`src/hdl/tile_pkg.sv`:
```
// Shared widths, address map and route types for the accelerator tile memory side
package tile_pkg;

  // Bus widths
  localparam int unsigned ADDR_W     = 32;             // Byte address width
  localparam int unsigned DATA_W     = 32;             // Data width of every port
  localparam int unsigned BE_W       = DATA_W / 8;     // One strobe per byte lane
  localparam int unsigned BYTE_OFF_W = $clog2(BE_W);   // Byte offset bits inside a word

  typedef logic [ADDR_W-1:0] addr_t;  // Byte address
  typedef logic [DATA_W-1:0] data_t;  // Read/write data word
  typedef logic [BE_W-1:0]   be_t;    // Byte enables

  // Address map
  // L1 end depends on bank count and depth, so the decoder derives it
  localparam addr_t L1_BASE = 32'h1000_0000;  // First byte of the scratchpad
  localparam addr_t L2_BASE = 32'h8000_0000;  // First byte of external L2
  localparam addr_t L2_END  = 32'h8FFF_FFFF;  // Last byte of external L2, inclusive

  // Route taken by a core request
  typedef enum logic [1:0] {
    TGT_L1,   // Local scratchpad through the bank crossbar
    TGT_L2,   // External bus through the bridge
    TGT_ERR   // Unmapped, answered locally with err
  } target_e;

endpackage

```
`src/hdl/spm_xbar.sv`:
```
`timescale 1ns/100ps
// Word-interleaved bank crossbar with per-bank round-robin between core and accelerator
module spm_xbar import tile_pkg::*; #(
  parameter int unsigned N_MEM_BANKS  = 4,             // Power of two
  parameter int unsigned N_WORDS_BANK = 64             // Power of two
) (
  input  logic  clk_i,
  input  logic  rst_ni,

  // Core L1 path from the decoder
  input  logic  l1_req_i,
  input  addr_t l1_addr_i,
  input  logic  l1_we_i,
  input  be_t   l1_be_i,
  input  data_t l1_wdata_i,
  output logic  l1_gnt_o,
  output logic  l1_rvalid_o,
  output data_t l1_rdata_o,

  // Accelerator memory port
  input  logic  acc_req_i,
  input  addr_t acc_addr_i,
  input  logic  acc_we_i,
  input  be_t   acc_be_i,
  input  data_t acc_wdata_i,
  output logic  acc_gnt_o,
  output logic  acc_rvalid_o,
  output data_t acc_rdata_o,

  // Bank side
  output logic  [N_MEM_BANKS-1:0]                            bank_req_o,
  output logic  [N_MEM_BANKS-1:0]                            bank_we_o,
  output be_t   [N_MEM_BANKS-1:0]                            bank_be_o,
  output logic  [N_MEM_BANKS-1:0][$clog2(N_WORDS_BANK)-1:0] bank_row_o,
  output data_t [N_MEM_BANKS-1:0]                            bank_wdata_o,
  input  data_t [N_MEM_BANKS-1:0]                            bank_rdata_i
);

  localparam int unsigned BANK_W = $clog2(N_MEM_BANKS);
  localparam int unsigned ROW_W  = $clog2(N_WORDS_BANK);

  typedef logic [BANK_W-1:0] bank_idx_t;
  typedef logic [ROW_W-1:0]  row_t;

  bank_idx_t              l1_bank, acc_bank;           // Word address mod banks
  bank_idx_t              l1_bank_q, acc_bank_q;       // Bank of the access in flight
  row_t                   l1_row, acc_row;             // Word address div banks
  logic                   conflict;                    // Both ports on one bank
  logic [N_MEM_BANKS-1:0] prio_q;                      // 0 core first, 1 accelerator first
  logic                   l1_rvalid_q, acc_rvalid_q;
  logic                   l1_we_q, acc_we_q;           // Writes answer with zero data

  assign l1_bank  = l1_addr_i[BYTE_OFF_W +: BANK_W];   // Low word bits interleave banks
  assign l1_row   = l1_addr_i[BYTE_OFF_W + BANK_W +: ROW_W];
  assign acc_bank = acc_addr_i[BYTE_OFF_W +: BANK_W];
  assign acc_row  = acc_addr_i[BYTE_OFF_W + BANK_W +: ROW_W];

  assign conflict  = l1_req_i && acc_req_i && (l1_bank == acc_bank);
  assign l1_gnt_o  = l1_req_i && (!conflict || !prio_q[l1_bank]);
  assign acc_gnt_o = acc_req_i && (!conflict || prio_q[acc_bank]);

  // Steer the granted port onto each bank
  always_comb begin
    for (int b = 0; b < N_MEM_BANKS; b++) begin
      bank_req_o[b]   = 1'b0;
      bank_we_o[b]    = 1'b0;
      bank_be_o[b]    = '0;
      bank_row_o[b]   = '0;
      bank_wdata_o[b] = '0;
      if (l1_gnt_o && (l1_bank == bank_idx_t'(b))) begin
        bank_req_o[b]   = 1'b1;
        bank_we_o[b]    = l1_we_i;
        bank_be_o[b]    = l1_be_i;
        bank_row_o[b]   = l1_row;
        bank_wdata_o[b] = l1_wdata_i;
      end else if (acc_gnt_o && (acc_bank == bank_idx_t'(b))) begin
        bank_req_o[b]   = 1'b1;
        bank_we_o[b]    = acc_we_i;
        bank_be_o[b]    = acc_be_i;
        bank_row_o[b]   = acc_row;
        bank_wdata_o[b] = acc_wdata_i;
      end
    end
  end

  always_ff @(posedge clk_i or negedge rst_ni) begin
    if (!rst_ni) begin
      prio_q       <= '0;
      l1_rvalid_q  <= 1'b0;
      acc_rvalid_q <= 1'b0;
    end else begin
      l1_rvalid_q  <= l1_gnt_o;                        // Bank answers next cycle
      acc_rvalid_q <= acc_gnt_o;
      if (conflict) begin
        prio_q[l1_bank] <= !prio_q[l1_bank];           // Loser wins the next clash
      end
    end
  end

  // Response steering info, only meaningful with rvalid
  always_ff @(posedge clk_i) begin
    if (l1_gnt_o) begin
      l1_bank_q <= l1_bank;
      l1_we_q   <= l1_we_i;
    end
    if (acc_gnt_o) begin
      acc_bank_q <= acc_bank;
      acc_we_q   <= acc_we_i;
    end
  end

  assign l1_rvalid_o  = l1_rvalid_q;
  assign l1_rdata_o   = l1_we_q ? '0 : bank_rdata_i[l1_bank_q];
  assign acc_rvalid_o = acc_rvalid_q;
  assign acc_rdata_o  = acc_we_q ? '0 : bank_rdata_i[acc_bank_q];

endmodule

```
`config.mk`:
```
export PLATFORM = sky130hd
export DESIGN_NAME = spm_xbar
export DESIGN_NICKNAME = d
export VERILOG_FILES = /design/src/hdl/tile_pkg.sv /design/src/hdl/spm_xbar.sv
export SDC_FILE = /design/constraint.sdc
export NUM_CORES = 1
export LEC_CHECK = 0
export BUFFER_PORTS_ARGS = -buffer_cell sky130_fd_sc_hd__buf_2
export CAP_MARGIN = 5
export CORE_AREA = 4 4 197 199
export DETAILED_ROUTE_END_ITERATION = 10
export DIE_AREA = 0 0 201 203
export SLEW_MARGIN = 20
export SYNTH_ARGS = -nofsm -noshare
export SYNTH_HDL_FRONTEND = slang
export SYNTH_SLANG_ARGS = --single-unit
```
`constraint.sdc`:
```
create_clock -name clk_i -period 2.3 [get_ports clk_i]
set_input_delay 0.46 -clock clk_i [delete_from_list [all_inputs] [get_ports clk_i]]
set_output_delay 0.46 -clock clk_i [all_outputs]
set_load 0.005 [all_outputs]
```
# After elaboration in Yosys (flattened, before gate mapping)
# Cells that the tools add are included.
[word_totals]
out_inout_bits = 244
input_bits = 270
ff_bits = 12
wordCells = 91
[op_classes]
n_eq_ne = 7
n_mux = 53
reduce_logical = 19
order_cmp = 5
[op_table]
columns = ["op", "count"]
rows = [
  ["2-to-1 mux 32 bit", 12],
  ["binary-select mux 32 bit (select 2 bit)", 2],
  ["2-to-1 mux 6 bit", 8],
  ["2-to-1 mux 4 bit", 8],
  ["2-to-1 mux 1 bit", 19],
  ["logical AND 1 bit", 13],
  ["less-than comparator 2 x 3 -> 1 bit, second input constant", 4],
  ["equality test 2 bit, second input constant", 4],
  ["binary-select mux 1 bit (select 2 bit)", 2],
  ["bitwise mux 4 bit", 1],
  ["equality test 2 x 1 -> 1 bit, second input constant", 2],
  ["logical NOT 2 bit", 2],
  ["demux 1 bit (select 2 bit)", 1],
  ["equality test 2 bit", 1],
  ["greater-or-equal comparator 2 x 1 -> 1 bit, second input constant", 1],
  ["logical NOT 1 bit", 2],
  ["logical OR 1 bit", 2],
]

# Logic depth before layout (Yosys ltp)
# Gate-level depths: netlist (run 1).
[depth]
word_depth = 8
depth_mapped = 7
ltp_nobuf = 3

# Worst setup path after synthesis (run 1)
# Ideal clock, no wire load.
[synth_path]
path_kind = "in2out"
startpoint = "in l1_req_i"
endpoint = "out l1_gnt_o"
path_buffers = 5
t_arrival_ns = 1.781
t_required_ns = 1.840
slack_ns = 0.059
cell_stages = 6
path_cell_list = "clkbuf_2 buf_4 buf_6 buf_2 buf_1 a21boi_0"
[synth_via]
elab_chain_len = 5
[synth_lines]
columns = ["item", "line_no", "text"]
rows = [
  ["start: declaration", "spm_xbar.sv:11", "input logic l1_req_i,"],
  ["logical AND 1 bit (2 in series)", "spm_xbar.sv:58", "assign conflict = l1_req_i && acc_req_i && (l1_bank == acc_bank);"],
  ["logical NOT 1 bit", "spm_xbar.sv:59", "assign l1_gnt_o = l1_req_i && (!conflict || !prio_q[l1_bank]);"],
  ["logical OR 1 bit", "spm_xbar.sv:59", ""],
  ["logical AND 1 bit (*)", "spm_xbar.sv:59", ""],
  ["end: declaration", "spm_xbar.sv:16", "output logic l1_gnt_o,"],
]
# Mark *: on every way between the ends. The rest lies on a longest branch, timed or not.

==> results by group, run 1 <==
Setup path
  – Crit path capture type: output port
  – Crit. Startpoint: l1_addr_i[3]
  – Critical path launch point type: input port
  – Crit path arrival time: 1.92 ns
  – CP peak stage delay: 0.21 ns
  – Critical-path cell with the highest stage delay: nor3_4
  – Start-to-end type of the worst setup path: input port to output port
  – Worst endpoint required time: 1.84 ns
  – Worst Path Max Fanout: 9
  – Worst path cell trace: buf_8 -> buf_8 -> xor2_4 -> nor3_4 -> buf_6 -> buf_12 -> buf_12 -> a32oi_2 -> buf_2
  – Reg-to-reg startpoint: prio_q[1]$_DFFE_PN0P_

Floorplanning
  – Ports placed on the boundary: 514
  – Die ar.: 40800 sq um
  – Width of the die: 201 um
  – Placement row count: 71
  – Vertical die dimension: 203 um
  – Core Area: 37220 sq um
  – Initial Utilization: 0.2451

Finish
  – Final core area utilization: 0.3950
  – Final non-filler cell area: 14700 sq um
  – Total number of nets in the final design: 1988
  – Proportion of layout cells with a drive suffix above 1: 0.4840
  – Relative area change from synthesis to final layout: 61.21%

Power
  – Final total power: 4.797 mW
  – Net Switching: 2.624 mW
  – Internal power: 2.173 mW
  – Pwr dens: 326.2 nW/um^2
  – Worst VDD drop: 522.3 uV
  – Power share of the sequential group: 0.079
  – Relative contribution of the clock network to total power: 0.075
  – Fraction of power consumed by combinational cells: 0.846
  – Switching share of total power: 0.5471
  – Total leakage power: 5.420 nW

Global route
  – Pin count of the biggest net entering global routing: 110
  – Grt peak-use layer: met2
  – Leftover overflow at the end of global routing: 0
  – Global-route wire length before repair: 84.75 mm
  – Number of antenna violations at the first check in global routing: 16
  – Met1 usage in global routing: 0.3166
  – Global-route track usage on met2: 0.4430
  – GR Util met3: 0.04744
  – Vias in the first global route: 13380
  – Overall fraction of global-route tracks in use: 0.2582

Run status
  – Violations in the final reports: setup timing
  – Run status: finished, violations left

Logic synthesis
  – Post-synth ARST share: 0.5000
  – Post-synthesis cell count: 1334
  – Count of state elements after synthesis: 12
  – Distinct cell type count of the synthesized netlist: 27
  – Number of enable-type register cells in the synthesized netlist: 6
  – Average size of a mapped cell: 6.838 sq um
  – Most common flop cell mapped by yosys: edfxtp_1
  – Share of synthesized area occupied by flip-flops and latches: 0.03621
  – Number of warnings reported in the yosys synthesis log: 0
  – Total standard cell area after synthesis: 9121 sq um
  – Net count after synthesis: 1604

Detailed routing
  – Per-cell routed wire length: 27.57 um
  – DRC viols: 0
  – Post-DR vias/cell: 6.644
  – Detailed-router iteration count before antenna repair: 8
  – Final wirelength: 60.78 mm
  – Total via count in the routed design: 14650
  – DR iter-0 viols: 1851
  – Number of nets with antenna violations after detailed routing: 0

Clock tree
  – Clock tree from TritonCTS: yes
  – Total clock sinks: 12
  – Clock network latency to the later pin of the worst-skew pair: 0.24 ns
  – Longest Clk Path Bufs: 2
  – Clock slew at the register clock pins of the worst setup and hold paths: 0.05 ns
  – Clock tree root driver cell: clkbuf_16
  – Number of buffers inserted during clock tree synthesis: 3
  – Depth of the CTS H-tree: 1
  – Hold buffer count at CTS: 0

STA
  – RSZ-0062 raised after global routing: yes
  – Final worst hold slack: 0.05504 ns
  – # setup viols final: 138
  – Final hold vios: 0
  – Shortest period the worst path allows: 2.381 ns
  – Number of slew-limit violations in the final report: 0
  – Setup WS post-layout: -0.08107 ns
  – Max frequency: 420.0 MHz
  – Least-Margin Pin Slew: 0.5523 ns
  – Worst Clk Skew: 0.004356 ns
  – Fraction of the cycle the final worst path needs: 1.035
  – Slew Limit Headroom: 0.6318

Place
  – # port buffers: 465
  – Worst-case setup slack after placement: -0.1630 ns
  – Placed wire-length estimate: 38.61 mm
  – Standard cell area after detailed placement: 12540 sq um
  – Routability-driven placement congestion ratio: 0.9614

Hold path
  – Class of the most critical hold timing path: input port to asynchronous set/reset pin

Run
  – Number of max-cap violations: 0
==> path summary, 6_finish.rpt <==
kind | endpoint | slack, ns | cells after the start
worst min-delay path | l1_rvalid_o$_DFF_PN0_ | 0.06 | 1
worst min register to register | prio_q[1]$_DFFE_PN0P_ | 0.56 | 1
max in group asynchronous | prio_q[2]$_DFFE_PN0P_ | 2.05 | 1
worst max-delay path | bank_wdata_o[49] | -0.08 | 9
min in group clk_i | acc_bank_q[0]$_DFFE_PP_ | 0.49 | 1
worst max register to register | l1_bank_q[0]$_DFFE_PP_ | 0.50 | 4
==> worst max-delay path, delay by kind of cell <==
family / cells / cell delay, ns
compound gates: 1 / 0.14
buf+inv: 6 / 0.93
xor+xnor: 1 / 0.15
simple gates: 1 / 0.21
==> cell usage after synthesis, drive strengths merged (2+ instances only) <==
library cell,instances,area [sq um]
or3,172,1076
nor2b,68,425.4
nand2,45,168.9
nand2b,2,12.51
nand3,344,1722
edfxtp,6,180.2
clkbuf,159,598.1
nor4,4,25.02
dfrtp,6,150.1
xor2,6,67.56
buf,100,534.3
nand4,172,1076
and2,2,12.51
mux4,66,1486
nor2,2,10.01
a32oi,172,1506
a22o,4,35.03
==> logic make-up (layout without fill, tap and decap cells) <==
family / after synthesis / in the layout / synth area share
other: 0 / 14 / 0
multiplexers: 66 / 66 / 0.1630
AND/OR/NAND/NOR: 813 / 813 / 0.4982
flip-flops: 12 / 12 / 0.03621
XOR/XNOR: 6 / 6 / 0.007407
AO/OA/AOI/OAI: 178 / 178 / 0.1711
buffers and inverters: 259 / 642 / 0.1241
==> power by group through the flow <==
stage	clock [mW]	combinational (mW)	sequential, mW
after global placement	0	3.46	0.381
final	0.358	4.06	0.378
after global routing	0.375	4.25	0.387
after detailed placement	0	3.52	0.379
after CTS	0.371	3.74	0.377
after floorplan	0	1.90	0.326
==> layout by cell type (no fill, tap or decap), drive strengths merged, types with 4 or more instances in the layout <==
| cell type | Yosys | layout |
|---|---|---|
| edfxtp | 6 | 6 |
| nand4 | 172 | 172 |
| a22o | 4 | 4 |
| buf | 100 | 618 |
| mux4 | 66 | 66 |
| clkbuf | 159 | 20 |
| dfrtp | 6 | 6 |
| nand3 | 344 | 344 |
| diode | 0 | 14 |
| nor2b | 68 | 68 |
| or3 | 172 | 172 |
| xor2 | 6 | 6 |
| bufbuf | 0 | 4 |
| nor4 | 4 | 4 |
| nand2 | 45 | 45 |
| a32oi | 172 | 172 |
==> per-stage QoR <==
step | std cells | setup TNS (ns)
after floorplan | 1334 | 0
after global placement | 2134 | -7.144
after detailed placement | 2134 | -7.045
after CTS | 2166 | -1.359
after global routing | 2202 | -8.610
final | 2205 | -3.985
==> flip-flops by register name, summed over array words and instances (netlist names) <==
| signal | flops |
|---|---|
| l1_we_q | 1 |
| l1_rvalid_o | 1 |
| prio_q | 4 |
| acc_rvalid_o | 1 |
| acc_bank_q | 2 |
| acc_we_q | 1 |
| l1_bank_q | 2 |
==> routing by layer <==
metal,up-vias,share of wire
li1,6178,-
met1,7075,0.36
met2,1192,0.48
met3,206,0.10
met4,0,0.056
met5,-,0
==> area by class of cell <==
class / instances / area [sq um]
clock buffers: 4 / 88.84
flip-flops and latches: 12 / 335.3
diodes: 14 / 35.03
fillers: 3817 / 22520
repair buffers: 638 / 5109
multi-input cells: 1063 / 8543
well taps: 474 / 593.1
==> repair_timing <==
item,CTS,global route
resized for setup,94,94
cloned,14,18
pin swaps,28,47
setup endpoints to repair,139,180
buffers inserted,16,10
(Power assumes the default switching activity.)
==> run 2, diff against run 1 <==
BUFFER_PORTS_ARGS = -buffer_cell sky130_fd_sc_hd__clkbuf_2   (was -buffer_cell sky130_fd_sc_hd__buf_2)
==> results by group, run 2 (synthesis gave the netlist of run 1 again) <==
Run status
  – Run status: finished, violations left
  – Violations in the final reports: setup timing

Clock tree
  – Number of buffers inserted during clock tree synthesis: 3 (unchanged)
  – Depth of the CTS H-tree: 1 (unchanged)
  – Clock tree root driver cell: clkbuf_16
  – Clock network latency to the later pin of the worst-skew pair: 0.24 ns (about the same)
  – Hold buffer count at CTS: 0 (unchanged)
  – Clock slew at the register clock pins of the worst setup and hold paths: 0.05 ns (about the same)
  – Clock tree from TritonCTS: yes
  – Longest Clk Path Bufs: 2 (unchanged)
  – Total clock sinks: 12 (unchanged)

Power
  – Worst VDD drop: 370.5 uV (-29%)
  – Relative contribution of the clock network to total power: 0.076 (about the same)
  – Switching share of total power: 0.5450 (-0.002098)
  – Net Switching: 2.590 mW (-1.3%)
  – Power share of the sequential group: 0.088 (+0.009)
  – Fraction of power consumed by combinational cells: 0.836 (-0.010)
  – Pwr dens: 328.1 nW/um^2 (+0.57%)
  – Final total power: 4.753 mW (-0.92%)
  – Total leakage power: 5.148 nW (-5.0%)
  – Internal power: 2.163 mW (-0.46%)

Floorplanning
  – Die ar.: 40800 sq um (unchanged)
  – Initial Utilization: 0.2451 (unchanged)
  – Width of the die: 201 um (unchanged)
  – Core Area: 37220 sq um (unchanged)
  – Vertical die dimension: 203 um (unchanged)
  – Placement row count: 71 (unchanged)
  – Ports placed on the boundary: 514 (unchanged)

STA
  – # setup viols final: 69 (-50%)
  – Setup WS post-layout: -0.07656 ns (+0.004513 ns)
  – Fraction of the cycle the final worst path needs: 1.033 (-0.001962)
  – Slew Limit Headroom: 0.7232 (+0.09144)
  – Max frequency: 420.8 MHz (+0.19%)
  – Final hold vios: 0 (unchanged)
  – Least-Margin Pin Slew: 0.4152 ns (-0.1372 ns)
  – Number of slew-limit violations in the final report: 0 (unchanged)
  – RSZ-0062 raised after global routing: yes
  – Shortest period the worst path allows: 2.377 ns (-0.004513 ns)
  – Total negative slack for setup checks: -1.381 ns (+2.604 ns)
  – Final worst hold slack: 0.05621 ns (+0.001169 ns)
  – Worst Clk Skew: 0.005414 ns (+0.001057 ns)

Finish
  – Total number of nets in the final design: 1972 (-0.80%)
  – Commonest non-fill, non-tap cells in the layout: clkbuf_2 (413), nand3_1 (344), nand4_1 (172)
  – Final core area utilization: 0.3892 (-0.005848)
  – Leading cell type in the layout, fill and taps excluded: clkbuf_2
  – Filler-free cell count of the finished design: 2184 (-0.95%)
  – Combined flip-flop and latch cell area: 337.8 sq um (+0.75%)
  – Fillers: 3801 (-0.42%)
  – Number of flip-flops in the largest register: 4 (unchanged)
  – Footprint of the multi-input gates: 8596 sq um (+0.62%)
  – Final non-filler cell area: 14490 sq um (-1.5%)
  – Proportion of layout cells with a drive suffix above 1: 0.4780 (-0.006030)
  – Relative area change from synthesis to final layout: 58.82%
  – Leading registers by flop count: prio_q (4), acc_bank_q (2), l1_bank_q (2)
  – Register with the most flip-flops: prio_q

Setup path
  – Reg2Reg Setup Slack: 0.41 ns (-0.09 ns)
  – Crit path capture type: output port
  – CP peak stage delay: 0.36 ns (+0.15 ns)
  – Worst Path Max Fanout: 20 (+11)
  – Crit path arrival time: 1.92 ns (about the same)
  – Worst path cell trace: buf_8 -> or2_4 -> buf_12 -> or3_1 -> a32oi_1 -> buf_4 -> clkbuf_2
  – Critical path launch point type: input port
  – Critical-path cell with the highest stage delay: or3_1
  – Worst endpoint required time: 1.84 ns (about the same)
  – Start-to-end type of the worst setup path: input port to output port

Detailed routing
  – Met1 routed wirelength after detailed routing: 21.34 mm (-1.7%)
  – Detailed-router iteration count before antenna repair: 6 (-2)
  – Per-cell routed wire length: 26.30 um (-4.6%)
  – Total via count in the routed design: 14160 (-3.3%)
  – DR iter-0 viols: 1767 (-4.5%)
  – Met2 WL post-DR: 28.39 mm (-3.2%)
  – Post-DR vias/cell: 6.485 (-2.4%)
  – Final wirelength: 57.44 mm (-5.5%)
  – Highest metal layer with signal wires: met5
  – Met3 routed WL: 5.398 mm (-15%)
  – Number of nets with antenna violations after detailed routing: 0 (unchanged)
  – DRC viols: 0 (unchanged)

Global route
  – Vias in the first global route: 12930 (-3.3%)
  – Leftover overflow at the end of global routing: 0 (unchanged)
  – Global-route wire length before repair: 81.48 mm (-3.9%)
  – Pin count of the biggest net entering global routing: 93 (-15%)
  – Overall fraction of global-route tracks in use: 0.2461 (-0.01213)
  – Number of antenna violations at the first check in global routing: 11 (-5)

Place
  – Routability-driven placement congestion ratio: 0.9521 (-0.97%)
  – Worst-case setup slack after placement: -0.1373 ns (+0.02572 ns)
  – Placed wire-length estimate: 39.15 mm (+1.4%)
  – Placed cell count: 2132 (-0.094%)
  – # port buffers: 465 (unchanged)
  – Standard cell area after detailed placement: 12590 sq um (+0.38%)

Hold path
  – Class of the most critical hold timing path: input port to asynchronous set/reset pin

Run
  – Number of max-cap violations: 0 (unchanged)
==> run 2: metal layers <==
| metal | GRT usage | up-vias |
|---|---|---|
| li1 | - | 6132 |
| met1 | 0.3028 | 6920 |
| met2 | 0.4401 | 970 |
| met3 | 0.03929 | 139 |
| met4 | 0.07891 | 2 |
| met5 | 0 | - |
==> run 2: worst max-delay path, delay by kind of cell <==
family	cells	cell delay [ns]
compound gates	1	0.20
buf+inv	4	0.57
simple gates	2	0.67
==> run 2: path summary, 6_finish.rpt <==
path,end,cells after the start,from
min in group clk_i,acc_bank_q[1]$_DFFE_PP_,1,acc_addr_i[3]
hold / removal,l1_rvalid_o$_DFF_PN0_,1,rst_ni
setup reg to reg,acc_bank_q[1]$_DFFE_PP_,3,prio_q[3]$_DFFE_PN0P_
hold reg to reg,prio_q[2]$_DFFE_PN0P_,1,prio_q[2]$_DFFE_PN0P_
max in group asynchronous,prio_q[3]$_DFFE_PN0P_,1,rst_ni
setup / recovery,bank_wdata_o[30],7,l1_addr_i[3]
==> run 2: cell type report <==
cell class                      instances  share of cell area
Tap cell                              474             0.04094
Clock buffer                            4            0.006132
Timing Repair Buffer                  622              0.3347
Sequential cell                        12             0.02332
Antenna cell                            9            0.001555
Multi-Input combinational cell       1063              0.5934
==> run 2: power by group through the flow <==
stage          combinational [mW]  sequential, mW  clock (mW)
2_1_floorplan                1.90           0.326           0
4_1_cts                      3.66           0.420       0.375
3_3_place_gp                 3.46           0.424           0
6_report                     3.97           0.417       0.362
5_1_grt                      4.19           0.421       0.377
3_5_place_dp                 3.50           0.425           0
==> run 2: timing repair <==
| item | in CTS | in global routing |
|---|---|---|
| endpoints found under the setup margin | 133 | 157 |
| gates resized for setup | 70 | 148 |
| pin swaps | 15 | 16 |
| cloned | 4 | 20 |
| setup buffers | 7 | 10 |
==> run 3, diff against run 2 <==
CORE_AREA = 4 4 198 200   (was 4 4 197 199)
DIE_AREA = 0 0 202 204   (was 0 0 201 203)
==> results by group, run 3 (synthesis gave the netlist of run 1 again) <==
Global route
  – Overall fraction of global-route tracks in use: 0.2475 (+0.001425)
  – Leftover overflow at the end of global routing: 0 (unchanged)
  – Number of antenna violations at the first check in global routing: 12 (+1)
  – Vias in the first global route: 12990 (+0.43%)
  – Global-route wire length before repair: 81.98 mm (+0.62%)
  – Pin count of the biggest net entering global routing: 126 (+35%)

Detailed routing
  – Detailed-router iteration count before antenna repair: 7 (+1)
  – Total via count in the routed design: 14710 (+3.8%)
  – Per-cell routed wire length: 26.24 um (-0.25%)
  – Final wirelength: 59.27 mm (+3.2%)
  – Number of nets with antenna violations after detailed routing: 0 (unchanged)
  – Post-DR vias/cell: 6.510 (+0.39%)
  – DRC viols: 0 (unchanged)
  – DR iter-0 viols: 1812 (+2.5%)

Clock tree
  – Clock tree from TritonCTS: yes
  – Longest Clk Path Bufs: 2 (unchanged)
  – Number of buffers inserted during clock tree synthesis: 3 (unchanged)
  – Clock slew at the register clock pins of the worst setup and hold paths: 0.05 ns (about the same)
  – Clock network latency to the later pin of the worst-skew pair: 0.24 ns (about the same)
  – Hold buffer count at CTS: 0 (unchanged)
  – Total clock sinks: 12 (unchanged)
  – Clock tree root driver cell: clkbuf_16
  – Depth of the CTS H-tree: 1 (unchanged)

Setup path
  – Crit path capture type: output port
  – Worst Path Max Fanout: 17 (-15%)
  – Critical path launch point type: input port
  – Start-to-end type of the worst setup path: input port to output port
  – Buf+Inv Stages, Crit Path: 6 (+2)
  – CP peak stage delay: 0.26 ns (-0.10 ns)
  – Critical-path cell with the highest stage delay: nor3_4
  – Worst endpoint required time: 1.84 ns (about the same)
  – Crit path arrival time: 1.93 ns (about the same)
  – Library cell appearing most often on the critical path: buf_12
  – Worst path cell trace: buf_12 -> buf_8 -> xor2_4 -> nor3_4 -> buf_6 -> clkbuf_16 -> buf_12 -> a32oi_1 -> clkbuf_2
  – Largest delay share family, worst path: buffers and inverters

Floorplanning
  – Initial Utilization: 0.2439 (-0.001164)
  – Die ar.: 41210 sq um (+0.99%)
  – Ports placed on the boundary: 514 (unchanged)
  – Placement row count: 71 (unchanged)
  – Core Area: 37400 sq um (+0.48%)
  – Vertical die dimension: 204 um (+0.49%)
  – Width of the die: 202 um (+0.50%)

STA
  – Worst Clk Skew: 0.001166 ns (-0.004248 ns)
  – RSZ-0062 raised after global routing: yes
  – Setup WS post-layout: -0.09329 ns (-0.01673 ns)
  – Number of slew-limit violations in the final report: 0 (unchanged)
  – Shortest period the worst path allows: 2.393 ns (+0.01673 ns)
  – Max frequency: 417.8 MHz (-0.70%)
  – # setup viols final: 104 (+51%)
  – Final hold vios: 0 (unchanged)
  – Slew Limit Headroom: 0.6555 (-0.06771)
  – Total negative slack for setup checks: -3.472 ns (-2.092 ns)
  – Final worst hold slack: 0.06480 ns (+0.008593 ns)
  – Least-Margin Pin Slew: 0.5167 ns (+0.1016 ns)
  – Fraction of the cycle the final worst path needs: 1.041 (+0.007276)

Finish
  – Filler-free cell count of the finished design: 2259 (+3.4%)
  – Register with the most flip-flops: prio_q
  – Combined flip-flop and latch cell area: 337.8 sq um (unchanged)
  – Final core area utilization: 0.3889 (about the same)
  – Relative area change from synthesis to final layout: 59.47%
  – Final non-filler cell area: 14550 sq um (+0.41%)
  – Total number of nets in the final design: 2009 (+1.9%)
  – Proportion of layout cells with a drive suffix above 1: 0.4764 (-0.001544)
  – Commonest non-fill, non-tap cells in the layout: clkbuf_2 (421), nand3_1 (342), nand4_1 (172)
  – Footprint of the multi-input gates: 8354 sq um (-2.8%)
  – Fillers: 3843 (+1.1%)
  – Leading registers by flop count: prio_q (4), acc_bank_q (2), l1_bank_q (2)
  – Number of flip-flops in the largest register: 4 (unchanged)
  – Leading cell type in the layout, fill and taps excluded: clkbuf_2

Run
  – Number of max-cap violations: 0 (unchanged)

Power
  – Final total power: 5.229 mW (+10%)
  – Total leakage power: 5.289 nW (+2.7%)
  – Relative contribution of the clock network to total power: 0.069 (-0.007)
  – Fraction of power consumed by combinational cells: 0.857 (+0.021)
  – Switching share of total power: 0.5359 (-0.009033)
  – Net Switching: 2.803 mW (+8.2%)
  – Pwr dens: 359.5 nW/um^2 (+9.6%)
  – Power share of the sequential group: 0.073 (-0.015)
  – Worst VDD drop: 364.2 uV (-1.7%)
  – Internal power: 2.427 mW (+12%)

Place
  – # port buffers: 465 (unchanged)
  – Worst-case setup slack after placement: -0.1721 ns (-0.03475 ns)
  – Routability-driven placement congestion ratio: 0.9426 (-1.0%)
  – Standard cell area after detailed placement: 12670 sq um (+0.67%)
  – Placed cell count: 2187 (+2.6%)
  – Placed wire-length estimate: 39.37 mm (+0.56%)

Hold path
  – Class of the most critical hold timing path: input port to asynchronous set/reset pin

Run status
  – Run status: finished, violations left
  – Violations in the final reports: setup timing
-- run 3: cell count changes in the layout (fill, tap and decap cells not counted), moves of 3 or more --
cell	previous run	this run
a32oi_2	81	59
buf_2	39	36
clkbuf_2	413	421
buf_12	59	55
a32oi_1	82	108
buf_4	62	91
buf_6	16	21
a32oi_4	9	5
-- run 3: worst paths after layout --
check,startpoint,endpoint,cells after the start,slack (ns)
max,l1_addr_i[2],bank_wdata_o[3],9,-0.09
min,rst_ni,l1_rvalid_o$_DFF_PN0_,1,0.06
max reg2reg,prio_q[1]$_DFFE_PN0P_,l1_bank_q[1]$_DFFE_PP_,5,0.43
min reg2reg,prio_q[0]$_DFFE_PN0P_,prio_q[0]$_DFFE_PN0P_,1,0.56
max in group asynchronous,rst_ni,prio_q[2]$_DFFE_PN0P_,1,2.02
min in group clk_i,l1_addr_i[3],l1_bank_q[1]$_DFFE_PP_,1,0.45
-- run 3: metal layers --
layer	vias to the layer above	routed length (um)	GRT usage
li1	6216	-	-
met4	2	3584	0.1260
met1	7024	21180	0.3073
met3	221	6958	0.04602
met5	-	20	0
met2	1244	27520	0.4113
-- run 3: what timing repair did --
| item | CTS | global route |
|---|---|---|
| hold endpoints to repair | 0 | 0 |
| endpoints found under the setup margin | 167 | 137 |
| cloned | 5 | 20 |
| pin swaps | 24 | 52 |
| buffers inserted | 11 | 22 |
| gates resized for setup | 64 | 126 |
-- run 3: layout make-up --
class | instances | area share
Sequential cell | 12 | 0.02323
Tap cell | 511 | 0.04396
Timing Repair Buffer | 659 | 0.3506
Antenna cell | 10 | 0.001720
Clock buffer | 4 | 0.006108
Multi-Input combinational cell | 1063 | 0.5744
-- run 3: power by group through the flow --
stage / Sequential [mW] / Clock, mW / Combinational [mW]
final: 0.383 / 0.363 / 4.48
after CTS: 0.394 / 0.377 / 3.69
after global placement: 0.399 / 0 / 3.49
after global routing: 0.394 / 0.388 / 4.69
after detailed placement: 0.397 / 0 / 3.54
after floorplan: 0.326 / 0 / 1.90
